`src/common/gfx_pkg.sv`:
```
`default_nettype none

package gfx_pkg;

    // ----------------------------------------------------------
    // fixed-point format
    // ----------------------------------------------------------
    localparam int q_frac_bits = 16;

    typedef logic signed [31:0] q16_16_t;  // 16.16, two's complement

    localparam q16_16_t q_one = 32'sh0001_0000;

    // ----------------------------------------------------------
    // geometry types
    // ----------------------------------------------------------
    typedef struct packed {
        q16_16_t x;
        q16_16_t y;
        q16_16_t z;
    } vec3_t;

    typedef vec3_t vertex_t;  // position only

    typedef struct packed {
        vertex_t v0;
        vertex_t v1;
        vertex_t v2;
    } triangle_t;

    // object transform, angles given as precomputed sin/cos per axis
    typedef struct packed {
        vec3_t pos;
        vec3_t rot_sin;
        vec3_t rot_cos;
    } transform_t;

    // row-major, m<row><col>
    typedef struct packed {
        q16_16_t m00;
        q16_16_t m01;
        q16_16_t m02;
        q16_16_t m10;
        q16_16_t m11;
        q16_16_t m12;
        q16_16_t m20;
        q16_16_t m21;
        q16_16_t m22;
    } rot_matrix_t;

    typedef logic [1:0] vert_idx_t;  // 0..2 within a triangle

    typedef enum logic [1:0] {
        ser_idle,
        ser_issue,
        ser_wait_done
    } ser_state_e;

    // full signed product, rescaled back to 16.16 (wraps on overflow)
    function automatic q16_16_t q_mul(input q16_16_t a, input q16_16_t b);
        logic signed [63:0] prod;
        prod = a * b;
        return q16_16_t'(prod >>> q_frac_bits);
    endfunction

endpackage

`default_nettype wire

```
`src/common/vertex_stream_if.sv`:
```
`default_nettype none

// one vertex per valid cycle, no back-pressure
interface vertex_stream_if;
    import gfx_pkg::*;

    vertex_t   vert;
    vert_idx_t idx;    // slot in the triangle
    logic      valid;
    logic      last;   // high with idx 2

    modport src (
        output vert,
        output idx,
        output valid,
        output last
    );

    modport dst (
        input vert,
        input idx,
        input valid,
        input last
    );

endinterface

`default_nettype wire

```
`src/verilog/triangle_assembler.sv`:
```
`default_nettype none

module triangle_assembler (
    input  logic               clk,
    input  logic               rst,
    vertex_stream_if.dst       vs,
    output gfx_pkg::triangle_t out_triangle,
    output logic               out_valid,
    input  logic               out_ready,
    output logic               done
);
    import gfx_pkg::*;

    triangle_t tri_q;

    assign out_triangle = tri_q;
    assign done         = out_valid && out_ready;  // handshake edge

    // ----------------------------------------------------------
    // vertex slots
    // ----------------------------------------------------------
    always_ff @(posedge clk) begin
        if (vs.valid) begin
            case (vs.idx)
                2'd0:    tri_q.v0 <= vs.vert;
                2'd1:    tri_q.v1 <= vs.vert;
                2'd2:    tri_q.v2 <= vs.vert;
                default: ;  // unused index
            endcase
        end
    end

    // ----------------------------------------------------------
    // output valid
    // ----------------------------------------------------------
    // held until taken, slots do not change meanwhile since
    // the next triangle is only accepted after done
    always_ff @(posedge clk or posedge rst) begin
        if (rst) begin
            out_valid <= 1'b0;
        end else if (vs.valid && vs.last) begin
            out_valid <= 1'b1;  // triangle complete
        end else if (done) begin
            out_valid <= 1'b0;
        end
    end

endmodule

`default_nettype wire

```
`src/flat_wrapper.sv`:
```
// flat-port wrapper written by rule: the top's interface ports become plain ports
module triangle_assembler_flat import gfx_pkg::*;
  (clk, rst, out_triangle, out_valid, out_ready, done, vs_vert, vs_idx, vs_valid, vs_last);
  vertex_stream_if vs_i ();
  input  logic clk;
  input  logic rst;
  output gfx_pkg::triangle_t out_triangle;
  output logic out_valid;
  input  logic out_ready;
  output logic done;
  input wire logic [$bits(vs_i.vert)-1:0] vs_vert;
  input wire logic [$bits(vs_i.idx)-1:0] vs_idx;
  input wire logic [$bits(vs_i.valid)-1:0] vs_valid;
  input wire logic [$bits(vs_i.last)-1:0] vs_last;
  assign vs_i.vert = vs_vert;
  assign vs_i.idx = vs_idx;
  assign vs_i.valid = vs_valid;
  assign vs_i.last = vs_last;
  triangle_assembler u_core (.clk(clk), .rst(rst), .vs(vs_i), .out_triangle(out_triangle), .out_valid(out_valid), .out_ready(out_ready), .done(done));
endmodule
```
`config.mk`:
```
export PLATFORM = sky130hd
export DESIGN_NAME = triangle_assembler_flat
export DESIGN_NICKNAME = d
export VERILOG_FILES = /design/src/common/gfx_pkg.sv /design/src/common/vertex_stream_if.sv /design/src/verilog/triangle_assembler.sv /design/src/flat_wrapper.sv
export SDC_FILE = /design/constraint.sdc
export NUM_CORES = 1
export LEC_CHECK = 0
export ABC_AREA = 0
export ABC_CLOCK_PERIOD_IN_PS = 890
export BUFFER_PORTS_ARGS = -buffer_cell sky130_fd_sc_hd__buf_2
export CORE_ASPECT_RATIO = 1.75
export CORE_MARGIN = 1.5
export CORE_UTILIZATION = 35
export DETAILED_ROUTE_END_ITERATION = 6
export PLACE_DENSITY = 0.69
export SLEW_MARGIN = 5
export SYNTH_ARGS = -nofsm -noshare
export SYNTH_HDL_FRONTEND = slang
export SYNTH_SLANG_ARGS = --single-unit
export TNS_END_PERCENT = 20
```
`constraint.sdc`:
```
create_clock -name clk -period 0.89 [get_ports clk]
set_clock_uncertainty 0.1 [all_clocks]
set_input_delay 0.0445 -clock clk [delete_from_list [all_inputs] [get_ports clk]]
set_output_delay 0.0445 -clock clk [all_outputs]
set_load 0.005 [all_outputs]
```
# Word level (Yosys, flattened, before mapping)
# Cells that the tools add are included.
dict set report word_totals {
  ff_bits 289
  wordCells 21
  input_bits 103
}
dict set report op_classes {
  reduce_logical 7
  n_eq_ne 2
  muxes 2
}
# cell n
set ops {}
lappend ops {{$reduce_and 2->1} 3}
lappend ops {{$eq 2x1->1 const B} 1}
lappend ops {{$eq 2x2->1 const B} 1}
lappend ops {{$logic_and 1x1->1} 2}
lappend ops {{$logic_not 2->1} 1}
lappend ops {{$mux 1} 2}
lappend ops {{$reduce_bool 2->1} 1}

# Longest topological paths before layout
dict set report logic_depth {
  depth_word 3
  depth_mapped 2
}

# Least setup slack after synthesis
# No wires, ideal clock.
dict set report synth_path {
  path_type {input port to flip-flop}
  start {in vs_idx[0]}
  end {reg u_core.tri_q (netlist bit u_core.out_triangle[192]) (enable)}
  path_stages 1
  arrival_ns 3.746
  setup_ns 0.533
  path_slack_ns -3.490
  required_ns 0.257
  cell_sequence {nor3b_2}
}
dict set report synth_via {
  elab_chain_len 2
}
# item line
set synth_rtl {}
lappend synth_rtl {{start, declared} flat_wrapper.sv:12} ;# input wire logic [$bits(vs_i.idx)-1:0] vs_idx;
lappend synth_rtl {{$logic_not 2->1} triangle_assembler.sv:24} ;# case (vs.idx)
lappend synth_rtl {{$reduce_and 2->1 (no line)} n/a}
lappend synth_rtl {{end, declared} triangle_assembler.sv:14} ;# triangle_t tri_q;
# No other way between the ends.
# A chain may end at the register's enable or synchronous reset.

# Worst setup path after layout
dict set report layout_path {
  start {reg u_core.out_valid}
  end {out done}
}
dict set report layout_via {
  elab_chain_len 1
}
# item line
set layout_rtl {}
lappend layout_rtl {{start, declared} triangle_assembler.sv:8} ;# output logic out_valid,
lappend layout_rtl {{start signal, assigned} triangle_assembler.sv:40} ;# out_valid <= 1'b0;
lappend layout_rtl {{start signal, assigned} triangle_assembler.sv:42} ;# out_valid <= 1'b1;
lappend layout_rtl {{start signal, assigned} triangle_assembler.sv:44} ;# out_valid <= 1'b0;
lappend layout_rtl {{$logic_and 1x1->1} triangle_assembler.sv:17} ;# assign done = out_valid && out_ready;
lappend layout_rtl {{end, declared} flat_wrapper.sv:10} ;# output logic done;
# No other way between the ends.

==> results by group <==
Placed design
  – Placed Cells: about 1000
  – Pre-CTS setup slack: -0.379 ns
  – Placer Congestion: 0.800
  – I/O Buffers: 392
  – DP HPWL: 15200 um

Timing
  – Slew @ Worst Pin: 0.260 ns
  – Setup ws final: -0.432 ns
  – Final setup viols: 290
  – Hold Fails Final Rpt: 2
  – RSZ-0062 raised after global routing: true
  – Rel. slew slack: 82.7%
  – Pins over their slew limit: 0
  – Hold WS: -0.0624 ns
  – Min cycle time layout: 1.32 ns
  – Period utilization: 149%
  – Setup TNS: -79.58 ns
  – FMAX: 757 MHz

CTS
  – Clock Sinks: 289
  – Clock transition at path regs: 0.07 ns
  – H-tree depth: 1
  – Setup bufs post-CTS: 0
  – CTS tree: yes
  – Clock Path Buffers: 3
  – Clk_lat worst skew: 0.51 ns
  – CTS hold repair buffers: 101
  – CTS Buf Count: 25
  – CTS root buffer: clkbuf_16

Floorplan
  – Die area: 25900 um^2
  – Initial Util: 35.6%
  – Core region area: 24500 um^2
  – Chip Height: between 200 and 250 um
  – FP Rows: 76
  – Die Wd: 122 um
  – IO Pins: between 300 and 400

Setup path
  – Critical Path RT: roughly 0.75 ns
  – Critical Path Fanout Max: 3
  – Crit path launch type: register
  – Critical Path Sink Type: primary output
  – Critical path cell sequence: and2_1 > buf_2
  – Slowest stage cell, crit path: dfrtp_1
  – Worst Path Arrival: 1.18 ns
  – Critical path class: reg -> out
  – Largest stage delay on the critical path: around 0.4 ns
  – Reg2reg setup slack: 0.14 ns

Global routing
  – Largest net degree at the start of global routing: 36
  – Overall Global Routing Usage: 16.0%
  – First-pass GRT wire length: between 30000 and 40000 um
  – Vias in the first global route: 5249
  – Global route overflow: 0
  – Initial antenna violation count: 7

Synthesis
  – Synth Register Bits: between 200 and 300
  – Mapped Area: 8730 um^2
  – Synth warnings: 0
  – Main synth FF type: edfxtp_1
  – Avg Cell Area, Syn: roughly 30 um^2
  – Syn Nets: 400
  – Post-synth top area cell: edfxtp_1
  – Sequential share of the synthesized area: 99.4%
  – Most common cell in the netlist: edfxtp_1
  – Async SR Flop Fraction: 0.346%
  – Top cell type's share of synthesized area: 99.1%
  – Post-synth EDFFs: 288
  – Synth cell count leaders: edfxtp_1 (288), and3b_1 (2), inv_1 (2)
  – Post-Syn Instances: 297
  – Top post-synthesis cells by area: edfxtp_1 (99%), dfrtp_1 (0.29%), and3b_1 (0.20%)
  – Distinct cells, synth: 8

Drt
  – 1st-iter DRT viols: about 290
  – Drt drc: 0
  – DR WL/cell: 18.8 um
  – Total wire length: roughly 22000 um
  – Via count: 5178
  – Antenna Nets Post-Route: 0
  – DRT Pass-1 Iters: 7
  – Vias per inst: 4.43

Cells and area
  – # fillers: about 1900
  – Post-Layout Cell Count: 1170
  – Area growth from synthesis to layout: 50.6%
  – Fin nets: approximately 940
  – Layout cells sized above 1: a little over half

Run
  – Maxcap violations: 0

Run status
  – Failing checks: hold timing, setup timing
  – Outcome: finished, violations left

Power
  – Worst vdd ir: roughly 0.0018 V
  – PwrDens: 2120 nW/um^2
  – Lkg Pwr: 0.00515 uW

Worst hold path
  – Hold Crit Class: in -> reg
## worst paths after layout
| check | cells after the start | start | end |
|---|---|---|---|
| setup / recovery | 2 | u_core.out_valid | done |
| hold / removal | 3 | vs_idx[0] | u_core.out_triangle[254] |
| setup reg to reg | 2 | u_core.out_valid | u_core.out_valid |
| hold reg to reg | 2 | u_core.out_valid | u_core.out_valid |
| max in group asynchronous | 4 | rst | u_core.out_valid |
| min in group asynchronous | 4 | rst | u_core.out_valid |
## layout by cell type (no fill, tap or decap)
master,synthesis,routed
inv_1,2,2
buf_4,0,10
clkinv_2,0,5
nor3b_4,0,1
edfxtp_1,288,288
bufinv_16,0,1
clkbuf_1,0,3
and2_1,1,1
and3b_4,0,2
buf_2,0,391
buf_6,0,1
inv_8,0,1
clkinvlp_4,0,4
o21ai_0,1,1
diode_2,0,4
clkinv_1,0,4
inv_6,0,2
nand2_1,1,1
buf_12,0,9
dlygate4sd3_1,0,101
dfrtp_1,1,1
clkbuf_16,0,25
## cell type report
type                    count  area, um^2  share of cell area (%)
multi-input cells           6        58.8                   0.448
clock buffers              28         637                    4.85
clock inverters            17         129                   0.981
diodes                      4        10.0                  0.0762
repair buffers            512        3230                    24.6
flip-flops and latches    289        8670                    66.0
inverters                   2        7.51                  0.0571
well taps                 312         390                    2.97
## worst max-delay path: cells and delay by family (launching register included)
kind,cells,cell delay [ns]
buf+inv,1,0.12
flops,1,0.40
simple gates,1,0.15
## kinds of logic after synthesis
logic type             Yosys count  share of synthesized area, %
flip-flops                     289                          99.4
AO/OA/AOI/OAI                    1                        0.0573
AND/OR/NAND/NOR                  5                         0.459
buffers and inverters            2                        0.0861
## layer usage
metal  track usage [%]  vias to the layer above  wire (um)
li1                  -                     2300          -
met1              17.1                     2538       7540
met2              28.5                      268      11800
met3              3.93                       66       1540
met4              9.06                        6       1000
met5                 0                        -         41
## through the flow
step	total power [uW]	utilization, %	area [um^2]
6_report	27800	53.6	13100
5_1_grt	28700	53.5	13100
4_1_cts	28100	53.5	13100
3_3_place_gp	17600	46.3	11300
2_1_floorplan	16400	-	8730
3_5_place_dp	17600	46.3	11300
## where the power goes
part | switching (uW) | internal, uW | leakage (uW) | total [uW]
sequential | 166 | 15700 | 0.00266 | 15900
combinational | 874 | 933 | 0.00213 | 1810
clock | 4650 | 5500 | 0.000367 | 10200
## what timing repair did
action,CTS,global route
pin swaps,0,0
hold endpoints to repair,310,2
endpoints found under the setup margin,290,290
resized for setup,0,1
## state kept, by name, indices dropped and copies added, names as in the netlist
signal               cells
u_core.out_valid         1
u_core.out_triangle    288
No activity file was read; power rests on OpenSTA's default activity.
