**config.mk**
```make
export PLATFORM = sky130hd
export DESIGN_NAME = vertex_serializer_flat
export DESIGN_NICKNAME = d
export VERILOG_FILES = /design/src/common/gfx_pkg.sv /design/src/common/vertex_stream_if.sv /design/src/verilog/vertex_serializer.sv /design/src/flat_wrapper.sv
export SDC_FILE = /design/constraint.sdc
export NUM_CORES = 1
export LEC_CHECK = 0
export BUFFER_PORTS_ARGS = -buffer_cell sky130_fd_sc_hd__buf_4
export CORE_MARGIN = 1.5
export CORE_UTILIZATION = 30
export DETAILED_ROUTE_END_ITERATION = 10
export GPL_ROUTABILITY_DRIVEN = 0
export HOLD_SLACK_MARGIN = 0.12
export MAX_ROUTING_LAYER = met4
export PLACE_DENSITY = 0.64
export RECOVER_POWER = 50
export SLEW_MARGIN = 20
export SYNTH_ARGS = -nofsm -noshare
export SYNTH_HDL_FRONTEND = slang
export SYNTH_SLANG_ARGS = --single-unit
```
**constraint.sdc**
```tcl
create_clock -name clk -period 27.9 [get_ports clk]
set_input_delay 4.185 -clock clk [delete_from_list [all_inputs] [get_ports clk]]
set_output_delay 4.185 -clock clk [all_outputs]
set_load 0.01 [all_outputs]
```
**src/common/gfx_pkg.sv**
```systemverilog
`default_nettype none

package gfx_pkg;

    // ----------------------------------------------------------
    // fixed-point format
    // ----------------------------------------------------------
    localparam int q_frac_bits = 16;

    typedef logic signed [31:0] q16_16_t;  // 16.16, two's complement

    localparam q16_16_t q_one = 32'sh0001_0000;

    // ----------------------------------------------------------
    // geometry types
    // ----------------------------------------------------------
    typedef struct packed {
        q16_16_t x;
        q16_16_t y;
        q16_16_t z;
    } vec3_t;

    typedef vec3_t vertex_t;  // position only

    typedef struct packed {
        vertex_t v0;
        vertex_t v1;
        vertex_t v2;
    } triangle_t;

    // object transform, angles given as precomputed sin/cos per axis
    typedef struct packed {
        vec3_t pos;
        vec3_t rot_sin;
        vec3_t rot_cos;
    } transform_t;

    // row-major, m<row><col>
    typedef struct packed {
        q16_16_t m00;
        q16_16_t m01;
        q16_16_t m02;
        q16_16_t m10;
        q16_16_t m11;
        q16_16_t m12;
        q16_16_t m20;
        q16_16_t m21;
        q16_16_t m22;
    } rot_matrix_t;

    typedef logic [1:0] vert_idx_t;  // 0..2 within a triangle

    typedef enum logic [1:0] {
        ser_idle,
        ser_issue,
        ser_wait_done
    } ser_state_e;

    // full signed product, rescaled back to 16.16 (wraps on overflow)
    function automatic q16_16_t q_mul(input q16_16_t a, input q16_16_t b);
        logic signed [63:0] prod;
        prod = a * b;
        return q16_16_t'(prod >>> q_frac_bits);
    endfunction

endpackage

`default_nettype wire

```
**src/common/vertex_stream_if.sv**
```systemverilog
`default_nettype none

// one vertex per valid cycle, no back-pressure
interface vertex_stream_if;
    import gfx_pkg::*;

    vertex_t   vert;
    vert_idx_t idx;    // slot in the triangle
    logic      valid;
    logic      last;   // high with idx 2

    modport src (
        output vert,
        output idx,
        output valid,
        output last
    );

    modport dst (
        input vert,
        input idx,
        input valid,
        input last
    );

endinterface

`default_nettype wire

```
**src/verilog/vertex_serializer.sv**
```systemverilog
`default_nettype none

module vertex_serializer (
    input  logic               clk,
    input  logic               rst,
    input  gfx_pkg::triangle_t triangle,
    input  logic               in_valid,
    input  gfx_pkg::vec3_t     pos,
    output logic               in_ready,
    output logic               accept,
    output gfx_pkg::vec3_t     tr_pos,
    input  logic               done,
    output logic               busy,
    vertex_stream_if.src       vs
);
    import gfx_pkg::*;

    ser_state_e state;
    vert_idx_t  cnt;        // next vertex to issue
    triangle_t  tri_q;      // held copy of the accepted triangle
    vertex_t    vert_q;
    vert_idx_t  idx_q;
    logic       valid_q;
    logic       last_q;

    assign in_ready = (state == ser_idle);
    assign accept   = in_valid && in_ready;
    assign busy     = (state != ser_idle);

    // ----------------------------------------------------------
    // control
    // ----------------------------------------------------------
    always_ff @(posedge clk or posedge rst) begin
        if (rst) begin
            state   <= ser_idle;
            cnt     <= '0;
            idx_q   <= '0;
            valid_q <= 1'b0;
            last_q  <= 1'b0;
        end else begin
            valid_q <= 1'b0;
            last_q  <= 1'b0;
            case (state)
                ser_idle: begin
                    if (accept) begin
                        state <= ser_issue;
                        cnt   <= '0;
                    end
                end
                ser_issue: begin
                    valid_q <= 1'b1;
                    idx_q   <= cnt;
                    last_q  <= (cnt == 2'd2);
                    cnt     <= cnt + 2'd1;
                    if (cnt == 2'd2) begin
                        state <= ser_wait_done;  // all three issued
                    end
                end
                ser_wait_done: begin
                    if (done) state <= ser_idle;  // output taken downstream
                end
                default: state <= ser_idle;
            endcase
        end
    end

    // ----------------------------------------------------------
    // payload
    // ----------------------------------------------------------
    always_ff @(posedge clk) begin
        if (accept) begin
            tri_q  <= triangle;
            tr_pos <= pos;
        end
        if (state == ser_issue) begin
            case (cnt)
                2'd0:    vert_q <= tri_q.v0;
                2'd1:    vert_q <= tri_q.v1;
                default: vert_q <= tri_q.v2;
            endcase
        end
    end

    assign vs.vert  = vert_q;
    assign vs.idx   = idx_q;
    assign vs.valid = valid_q;
    assign vs.last  = last_q;

endmodule

`default_nettype wire
```
**src/flat_wrapper.sv**
```systemverilog
// flat-port wrapper written by rule: the top's interface ports become plain ports
module vertex_serializer_flat import gfx_pkg::*;
  (clk, rst, triangle, in_valid, pos, in_ready, accept, tr_pos, done, busy, vs_vert, vs_idx, vs_valid, vs_last);
  vertex_stream_if vs_i ();
  input  logic clk;
  input  logic rst;
  input  gfx_pkg::triangle_t triangle;
  input  logic in_valid;
  input  gfx_pkg::vec3_t pos;
  output logic in_ready;
  output logic accept;
  output gfx_pkg::vec3_t tr_pos;
  input  logic done;
  output logic busy;
  output wire logic [$bits(vs_i.vert)-1:0] vs_vert;
  output wire logic [$bits(vs_i.idx)-1:0] vs_idx;
  output wire logic [$bits(vs_i.valid)-1:0] vs_valid;
  output wire logic [$bits(vs_i.last)-1:0] vs_last;
  assign vs_vert = vs_i.vert;
  assign vs_idx = vs_i.idx;
  assign vs_valid = vs_i.valid;
  assign vs_last = vs_i.last;
  vertex_serializer u_core (.clk(clk), .rst(rst), .triangle(triangle), .in_valid(in_valid), .pos(pos), .in_ready(in_ready), .accept(accept), .tr_pos(tr_pos), .done(done), .busy(busy), .vs(vs_i));
endmodule
```
Word level (Yosys, flattened, before mapping) --
Cells that the tools add are included.
Storage, ports and cells: register bits 488, latch bits 0, RAM bits 0, bits in read-only memories 0, output and inout bits 199, logic and storage cells 44, memories 0
Cells by class: add/sub/neg operators 1, $mul 0, div/mod/pow operators 0, order comparisons 0, equal/unequal tests 7, shift-type cells 0, muxes and demuxes 9, bitwise gates (word level) 0, reductions and logical operators 7
Operators with widths (number):
- 96-bit one-hot mux with 2 select lines | 1
- 2-bit two-way mux | 4
- 2-bit one-hot mux with 3 select lines | 1
- 2-bit by 1-bit equality test with 1-bit output, second input constant | 2
- 2-bit equality test, second input constant | 2
- 2-bit logical NOT | 2
- 2-bit != test, second input constant | 2
- 2-bit one-hot mux with 2 select lines | 1
- 2-bit nonzero test | 2
- 3-bit AND reduction | 1
- 2-bit by 1-bit adder with 2-bit output, second input constant | 1
- 1-bit two-way mux | 2
- 2-bit by 1-bit != test with 1-bit output, second input constant | 1
- 2-bit AND reduction | 1
- 1-bit logical AND | 1

Logic depth before layout (Yosys ltp) --
Gate-level depths: netlist (run 1).
word-level depth 4, mapped depth 7, gate-level depth less buffers 4

Worst setup path before layout (run 1) --
No wires, ideal clock.
path type input -> output, start point input in_valid, end point output accept, data arrival time 12.889 ns, required time 23.715 ns, slack 10.826 ns, stages on the path 1, cell sequence and2_1
Between the ends: longest elaborated chain between the ends 1
Ends and longest elaborated chain:
- from (decl) | line flat_wrapper.sv:8 | input logic in_valid;
- 1-bit logical AND | line vertex_serializer.sv:27 | assign accept = in_valid && in_ready;
- to (decl) | line flat_wrapper.sv:11 | output logic accept;
No other way between the ends.

Worst setup path after layout (run 1) --
Same ends and word-level chain as after synthesis.

==> results.json, run 1 <==
{
  "fmax_ghz": 0.106,
  "routedWlPerCell_um": 19.9,
  "drive_gt1_share_pct": 47.3,
  "synth_area_leaders": "edfxtp_1 87%, a22o_1 5.2%, a21o_1 4.3%, dfrtp_1 1.2%, buf_6 0.82%",
  "powerDensity_nw_per_um2": 107,
  "cp_cell_sequence": "buf_4 > and2_4 > buf_4",
  "nFillCells": 4840,
  "cts_tree": "yes",
  "slowest_stage": "and2_4",
  "netlist_area_um2": 16600,
  "tns_ps": 0,
  "skew_ps": 21.7,
  "finalHoldViolations": 0,
  "fin_area_um2": 23200,
  "yosys.area.top_type": "edfxtp_1",
  "path_clk_slew_ps": 60,
  "chipHeight_um": 238,
  "root_buffer": "clkbuf_16",
  "arrival_ps": 5220,
  "grt_pass1_wl_mm": 59.3,
  "slowest_delay_ps": 690,
  "rows": 85,
  "drtAntennaViolNets": 0,
  "placed_cells": 1993,
  "clk_latency_ps": 580,
  "post_cts_resized": 0,
  "crit_family": "simple AND/OR/NAND/NOR gates",
  "cts_sinks": 488,
  "dpl-instance-area_um2": 21700,
  "hp-class": "flop to flop",
  "portBuffers": 586,
  "cp.required_ps": 23720,
  "start_util_pct": 30.6,
  "dr.pass1.iters": 4,
  "worstSetupEndpointType": "primary output",
  "grt_pass1_vias": 9690,
  "antenna_found_initial": 3,
  "wl_mm": 41.5,
  "slew_headroom_pct": -145,
  "gr-total-overflow": 0,
  "fp.coreArea_um2": 54200,
  "synthToLayoutAreaGrowth_pct": 40.1,
  "crit_type": "primary input to primary output",
  "path_buf_inv": 2,
  "nets": 1741,
  "ys_warn_count": 0,
  "drv_cap": 5,
  "dp_hpwl_mm": 28.7,
  "avgSynthCellArea_um2": 22.6,
  "vias_per_cell": 4.51,
  "p_total_mw": 2.48,
  "htreeDepth": 2,
  "syn_nets": 1124,
  "die_width_um": 238,
  "yosysTopAreaCellShare_pct": 87.0,
  "die_area_um2": 56700,
  "status": "finished with violations",
  "clock_path_buffers": 3,
  "grt_setup_unrepaired": "no",
  "grt_max_degree": 173,
  "worst_pin_slew_ps": 3670,
  "setup_violations": 0,
  "numCtsBuffers": 51,
  "period_needed_ps": 9400,
  "yosysSeqAreaShare_pct": 88.2,
  "vdd_drop_max_mv": 0.106,
  "synth.distinct_cells": 17,
  "drc": 0,
  "start_kind": "primary input",
  "initialDrtViolationCount": 481,
  "critPathMaxFanout": 65,
  "p_leak_nw": 9.29,
  "ys_ff_latch": 488,
  "postCtsHoldBufs": 0,
  "postCtsSetupRepairBufs": 0,
  "critical_path.most_common_cell": "buf_4",
  "syn-instance-count": 733,
  "finalNonFillerCells": 2089,
  "violations": "max-capacitance violations, max-slew violations",
  "track_usage_pct": 14.5,
  "vias": 9429,
  "ios": 587,
  "slew_viol_final": 248,
  "fin_crit_sh_pct": 33.7
}
-- power breakdown --
part | leakage, nW | switching (mW) | internal, mW
registers | 4.61 | 0.0528 | 1.09
clock network | 0.758 | 0.274 | 0.359
logic | 3.93 | 0.404 | 0.292
total | 9.29 | 0.730 | 1.75
-- placed cells by master (no fill, tap or decap), types with 2 or more instances in the layout --
master	count
clkbuf_16	52
dfrtp_1	8
a21o_1	96
inv_1	4
a22o_1	98
edfxtp_1	480
clkinv_2	8
buf_4	207
ha_1	2
clkinvlp_4	2
bufinv_16	2
clkbuf_4	376
diode_2	2
mux2_2	3
nor2_1	2
clkinv_1	16
clkbuf_1	23
inv_6	2
-- final cells by class --
class | count | area (um2) | area share (%)
Sequential cell | 488 | 14600 | 62.9
Timing Repair Buffer | 597 | 4450 | 19.1
Multi-Input combinational cell | 208 | 1720 | 7.39
Clock buffer | 62 | 1340 | 5.77
Tap cell | 696 | 871 | 3.75
Clock inverter | 32 | 218 | 0.937
Inverter | 4 | 15.0 | 0.0647
Antenna cell | 2 | 5.00 | 0.0216
-- cell families (layout without fill, tap and decap cells) --
kind of cell,after synthesis,count (layout),share of synthesized area [%]
other,0,2,0
buffers and inverters,37,695,1.57
adder cells (fa/ha/maj),3,3,0.226
multiplexers,3,3,0.204
flip-flops,488,488,88.2
AO/OA/AOI/OAI,196,196,9.60
AND/OR/NAND/NOR,6,6,0.226
-- per-layer routing --
layer / share of wire, % / wire length (um) / GRT usage [%]
met3: 10 / 4140 / 5.00
met4: 2.5 / 1020 / 4.70
met1: 38 / 15900 / 16.8
met2: 49 / 20500 / 23.7
met5: 0 / 0 / -
-- state kept, by name, summed over array words and instances, names as in the netlist --
signal and flops:
u_core.vs.vert 96, u_core.tri_q 288, u_core.state 2, u_core.vs.valid 1, u_core.vs.idx 2, u_core.vs.last 1, u_core.cnt 2, u_core.tr_pos 96
-- path summary, 6_finish.rpt --
kind	cells after the start	start	end	slack, ps
hold reg to reg	1	u_core.tri_q[69]	u_core.vs.vert[69]	500
hold / removal	1	u_core.tri_q[69]	u_core.vs.vert[69]	500
min in group asynchronous	2	rst	u_core.vs.valid	3580
max in group asynchronous	2	rst	u_core.vs.last	24050
setup reg to reg	7	u_core.cnt[1]	u_core.vs.vert[22]	21330
setup / recovery	3	in_valid	accept	18500
-- Yosys cell counts --
cell and instances:
dfrtp_1 8, edfxtp_1 480, inv_1 4, buf_2 10, nor2b_1 1, clkbuf_1 6
a22o_1 98, mux2_2 3, a21o_1 96, nor2_1 2, o21bai_1 1, and2_1 2
a21oi_1 1, ha_1 3, buf_4 5, buf_6 12, nor2_4 1
-- metrics by stage --
stage	setup slack (ps)	hold WS [ps]	util (%)
after floorplan	10830	478	-
after global placement	18490	495	40.1
after detailed placement	18470	503	40.1
after CTS	18470	508	42.9
after global routing	18380	522	42.8
final	18500	503	42.8
-- worst register-to-register path, delay by kind of cell, from the launching register on --
family,cells,cell delay [ps]
compound gates,1,490
buf+inv,4,5010
fa+ha+maj,1,200
flops,1,390
simple gates,1,320
No activity file was read; power rests on OpenSTA's default activity.
==> run 2, diff against run 1 <==
--- a/config.mk
+++ b/config.mk
@@ -5,6 +5,7 @@
 export SDC_FILE = /design/constraint.sdc
 export NUM_CORES = 1
 export LEC_CHECK = 0
+export ABC_AREA = 1
 export BUFFER_PORTS_ARGS = -buffer_cell sky130_fd_sc_hd__buf_4
 export CORE_MARGIN = 1.5
 export CORE_UTILIZATION = 30
@@ -12,7 +13,7 @@
 export GPL_ROUTABILITY_DRIVEN = 0
 export HOLD_SLACK_MARGIN = 0.12
 export MAX_ROUTING_LAYER = met4
-export PLACE_DENSITY = 0.64
+export PLACE_DENSITY = 0.66
 export RECOVER_POWER = 50
 export SLEW_MARGIN = 20
 export SYNTH_ARGS = -nofsm -noshare
==> constraint.sdc (replaced) <==
create_clock -name clk -period 8.1 [get_ports clk]
set_input_delay 1.215 -clock clk [delete_from_list [all_inputs] [get_ports clk]]
set_output_delay 1.215 -clock clk [all_outputs]
set_load 0.01 [all_outputs]
==> results.json, run 2 <==
{
  "p_int_mw": 5.89,
  "synthToLayoutAreaGrowth_pct": 40.7,
  "cts_sinks": 488,
  "hp-class": "flop to flop",
  "drive_gt1_share_pct": 40.6,
  "portBuffers": 586,
  "synth_area_leaders": "edfxtp_1 87%, nand2_1 6.8%, nand3_1 2.9%, dfrtp_1 1.2%, buf_2 0.45%",
  "fin_crit_sh_pct": 61.0,
  "cts_tree": "yes",
  "whs_path_depth": 2,
  "mostFrequentLayoutCells": "480 x edfxtp_1, 366 x clkbuf_4, 299 x nand2_1, 207 x buf_4, 96 x nand3_1",
  "combPwrFrac_pct": 26.4,
  "ys_ff_latch": 488,
  "preCtsSetupSlack_ps": 4540,
  "start_util_pct": 30.5,
  "pwr-share-seq_pct": 47.4,
  "slew_viol_final": 208,
  "post_cts_resized": 0,
  "swShare_pct": 30.5,
  "postCtsSetupRepairBufs": 0,
  "drc": 0,
  "rows": 85,
  "netlist_area_um2": 16500,
  "wl_mm": 45.2,
  "largest-register": "u_core.tri_q",
  "initialDrtViolationCount": 568,
  "yosysMostFrequentCell": "edfxtp_1",
  "start_kind": "primary input",
  "critPathMaxFanout": 137,
  "grt_setup_unrepaired": "no",
  "ys_top_cells_by_count": "480 x edfxtp_1, 299 x nand2_1, 96 x nand3_1, 15 x buf_2, 10 x clkbuf_1",
  "clock_path_buffers": 3,
  "syn-instance-count": 936,
  "numCtsBuffers": 49,
  "p_total_mw": 8.47,
  "cp.required_ps": 8310,
  "synth-edff-count": 480,
  "avgSynthCellArea_um2": 17.6,
  "fin_ws_ps": 3160,
  "postCtsHoldBufs": 0,
  "grt_pass1_wl_mm": 64.6,
  "r2r_cells": 6,
  "routedWlPerCell_um": 19.7,
  "yosysTopAreaCellShare_pct": 87.3,
  "power.share.clock_pct": 26.2,
  "drv_cap": 4,
  "period_needed_ps": 4940,
  "final_common_cell": "edfxtp_1",
  "status": "finished with violations",
  "vias_per_cell": 4.37,
  "violations": "max-capacitance violations, max-slew violations",
  "fin_area_um2": 23200,
  "async_reset_ff_share_pct": 1.64,
  "p_leak_nw": 9.06,
  "die_width_um": 238,
  "path_clk_slew_ps": 60,
  "die_area_um2": 56500,
  "placed_cells": 2197,
  "gr-total-overflow": 0,
  "yosys.area.top_type": "edfxtp_1",
  "ios": 587,
  "track_usage_pct": 16.2,
  "worst_pin_slew_ps": 3460,
  "synth.distinct_cells": 13,
  "antenna_found_initial": 12,
  "setup_violations": 0,
  "largest_register_ffs": 288,
  "tns_ps": 0,
  "drtAntennaViolNets": 0,
  "crit_type": "primary input to flop",
  "worstSetupEndpointType": "flop",
  "syn_nets": 1327,
  "fp.coreArea_um2": 54100,
  "grt_pass1_vias": 10300,
  "fmax_ghz": 0.203,
  "p_sw_mw": 2.58,
  "chipHeight_um": 238,
  "grt_max_degree": 187,
  "powerDensity_nw_per_um2": 364,
  "slew_headroom_pct": -131,
  "vias": 10100,
  "clk_latency_ps": 600,
  "ys_warn_count": 0,
  "finalHoldViolations": 0,
  "nFillCells": 4861,
  "vdd_drop_max_mv": 0.209,
  "nets": 1944,
  "dp_hpwl_mm": 32.1,
  "dpl-instance-area_um2": 21700,
  "finalNonFillerCells": 2300,
  "ys.flop_type": "edfxtp_1",
  "yosysSeqAreaShare_pct": 88.5,
  "arrival_ps": 5140,
  "dr.pass1.iters": 4,
  "root_buffer": "clkbuf_16",
  "htreeDepth": 2,
  "skew_ps": 30.5
}
## run 2: worst paths after layout
check                                      from           endpoint  slack [ps]
max in group asynchronous                   rst    u_core.state[1]        7150
worst max register to register  u_core.state[0]  u_core.tr_pos[32]        3260
worst max-delay path                   in_valid  u_core.tr_pos[32]        3160
worst min register to register    u_core.cnt[1]      u_core.cnt[1]         510
min in group asynchronous                   rst     u_core.vs.last         640
worst min-delay path              u_core.cnt[1]      u_core.cnt[1]         510
## run 2: power by group through the flow
stage	Combinational, mW	Clock (mW)	Sequential, mW
floorplan	0.924	0	4.33
global placement	2.27	0	4.04
detailed placement	2.32	0	4.06
CTS	2.32	2.28	4.01
global route	2.47	2.37	4.08
finish	2.24	2.22	4.01
## run 2: area by class of cell
class | count | area (um2) | share of cell area, %
inverters | 9 | 36.3 | 0.156
flip-flops and latches | 488 | 14600 | 62.9
clock inverters | 31 | 300 | 1.29
multi-input cells | 407 | 1690 | 7.28
clock buffers | 60 | 1270 | 5.45
repair buffers | 598 | 4440 | 19.1
well taps | 696 | 871 | 3.75
diodes | 11 | 27.5 | 0.118
## run 2: worst max-delay path, stage by stage
cell and delay, ps:
clkbuf_4 110, nand2_1 90, clkinvlp_2 240, clkbuf_1 2450
buf_12 310, buf_16 450
## run 2: kinds of logic (layout without fill, tap and decap cells)
logic type / count (synthesis) / count (layout) / synth area share, %
adders and majority gates: 3 / 3 / 0.227
and+or+nand+nor: 399 / 399 / 9.84
buffers and inverters: 41 / 698 / 1.32
AOI/OAI and AO/OA: 5 / 5 / 0.151
other: 0 / 11 / 0
DFF: 488 / 488 / 88.5
## run 2: per-stage QoR
step	hold WS, ps	util [%]
3_5_place_dp	498	40.1
4_1_cts	512	43.0
5_1_grt	537	42.9
6_report	512	42.9
3_3_place_gp	482	40.1
2_1_floorplan	467	-
## run 2: routing by layer
layer / share of wire, % / track usage (%) / wire (um)
met5: 0 / - / 0
met4: 4.2 / 7.35 / 1900
met1: 35 / 16.6 / 15700
met3: 9.5 / 5.66 / 4290
met2: 52 / 27.8 / 23400
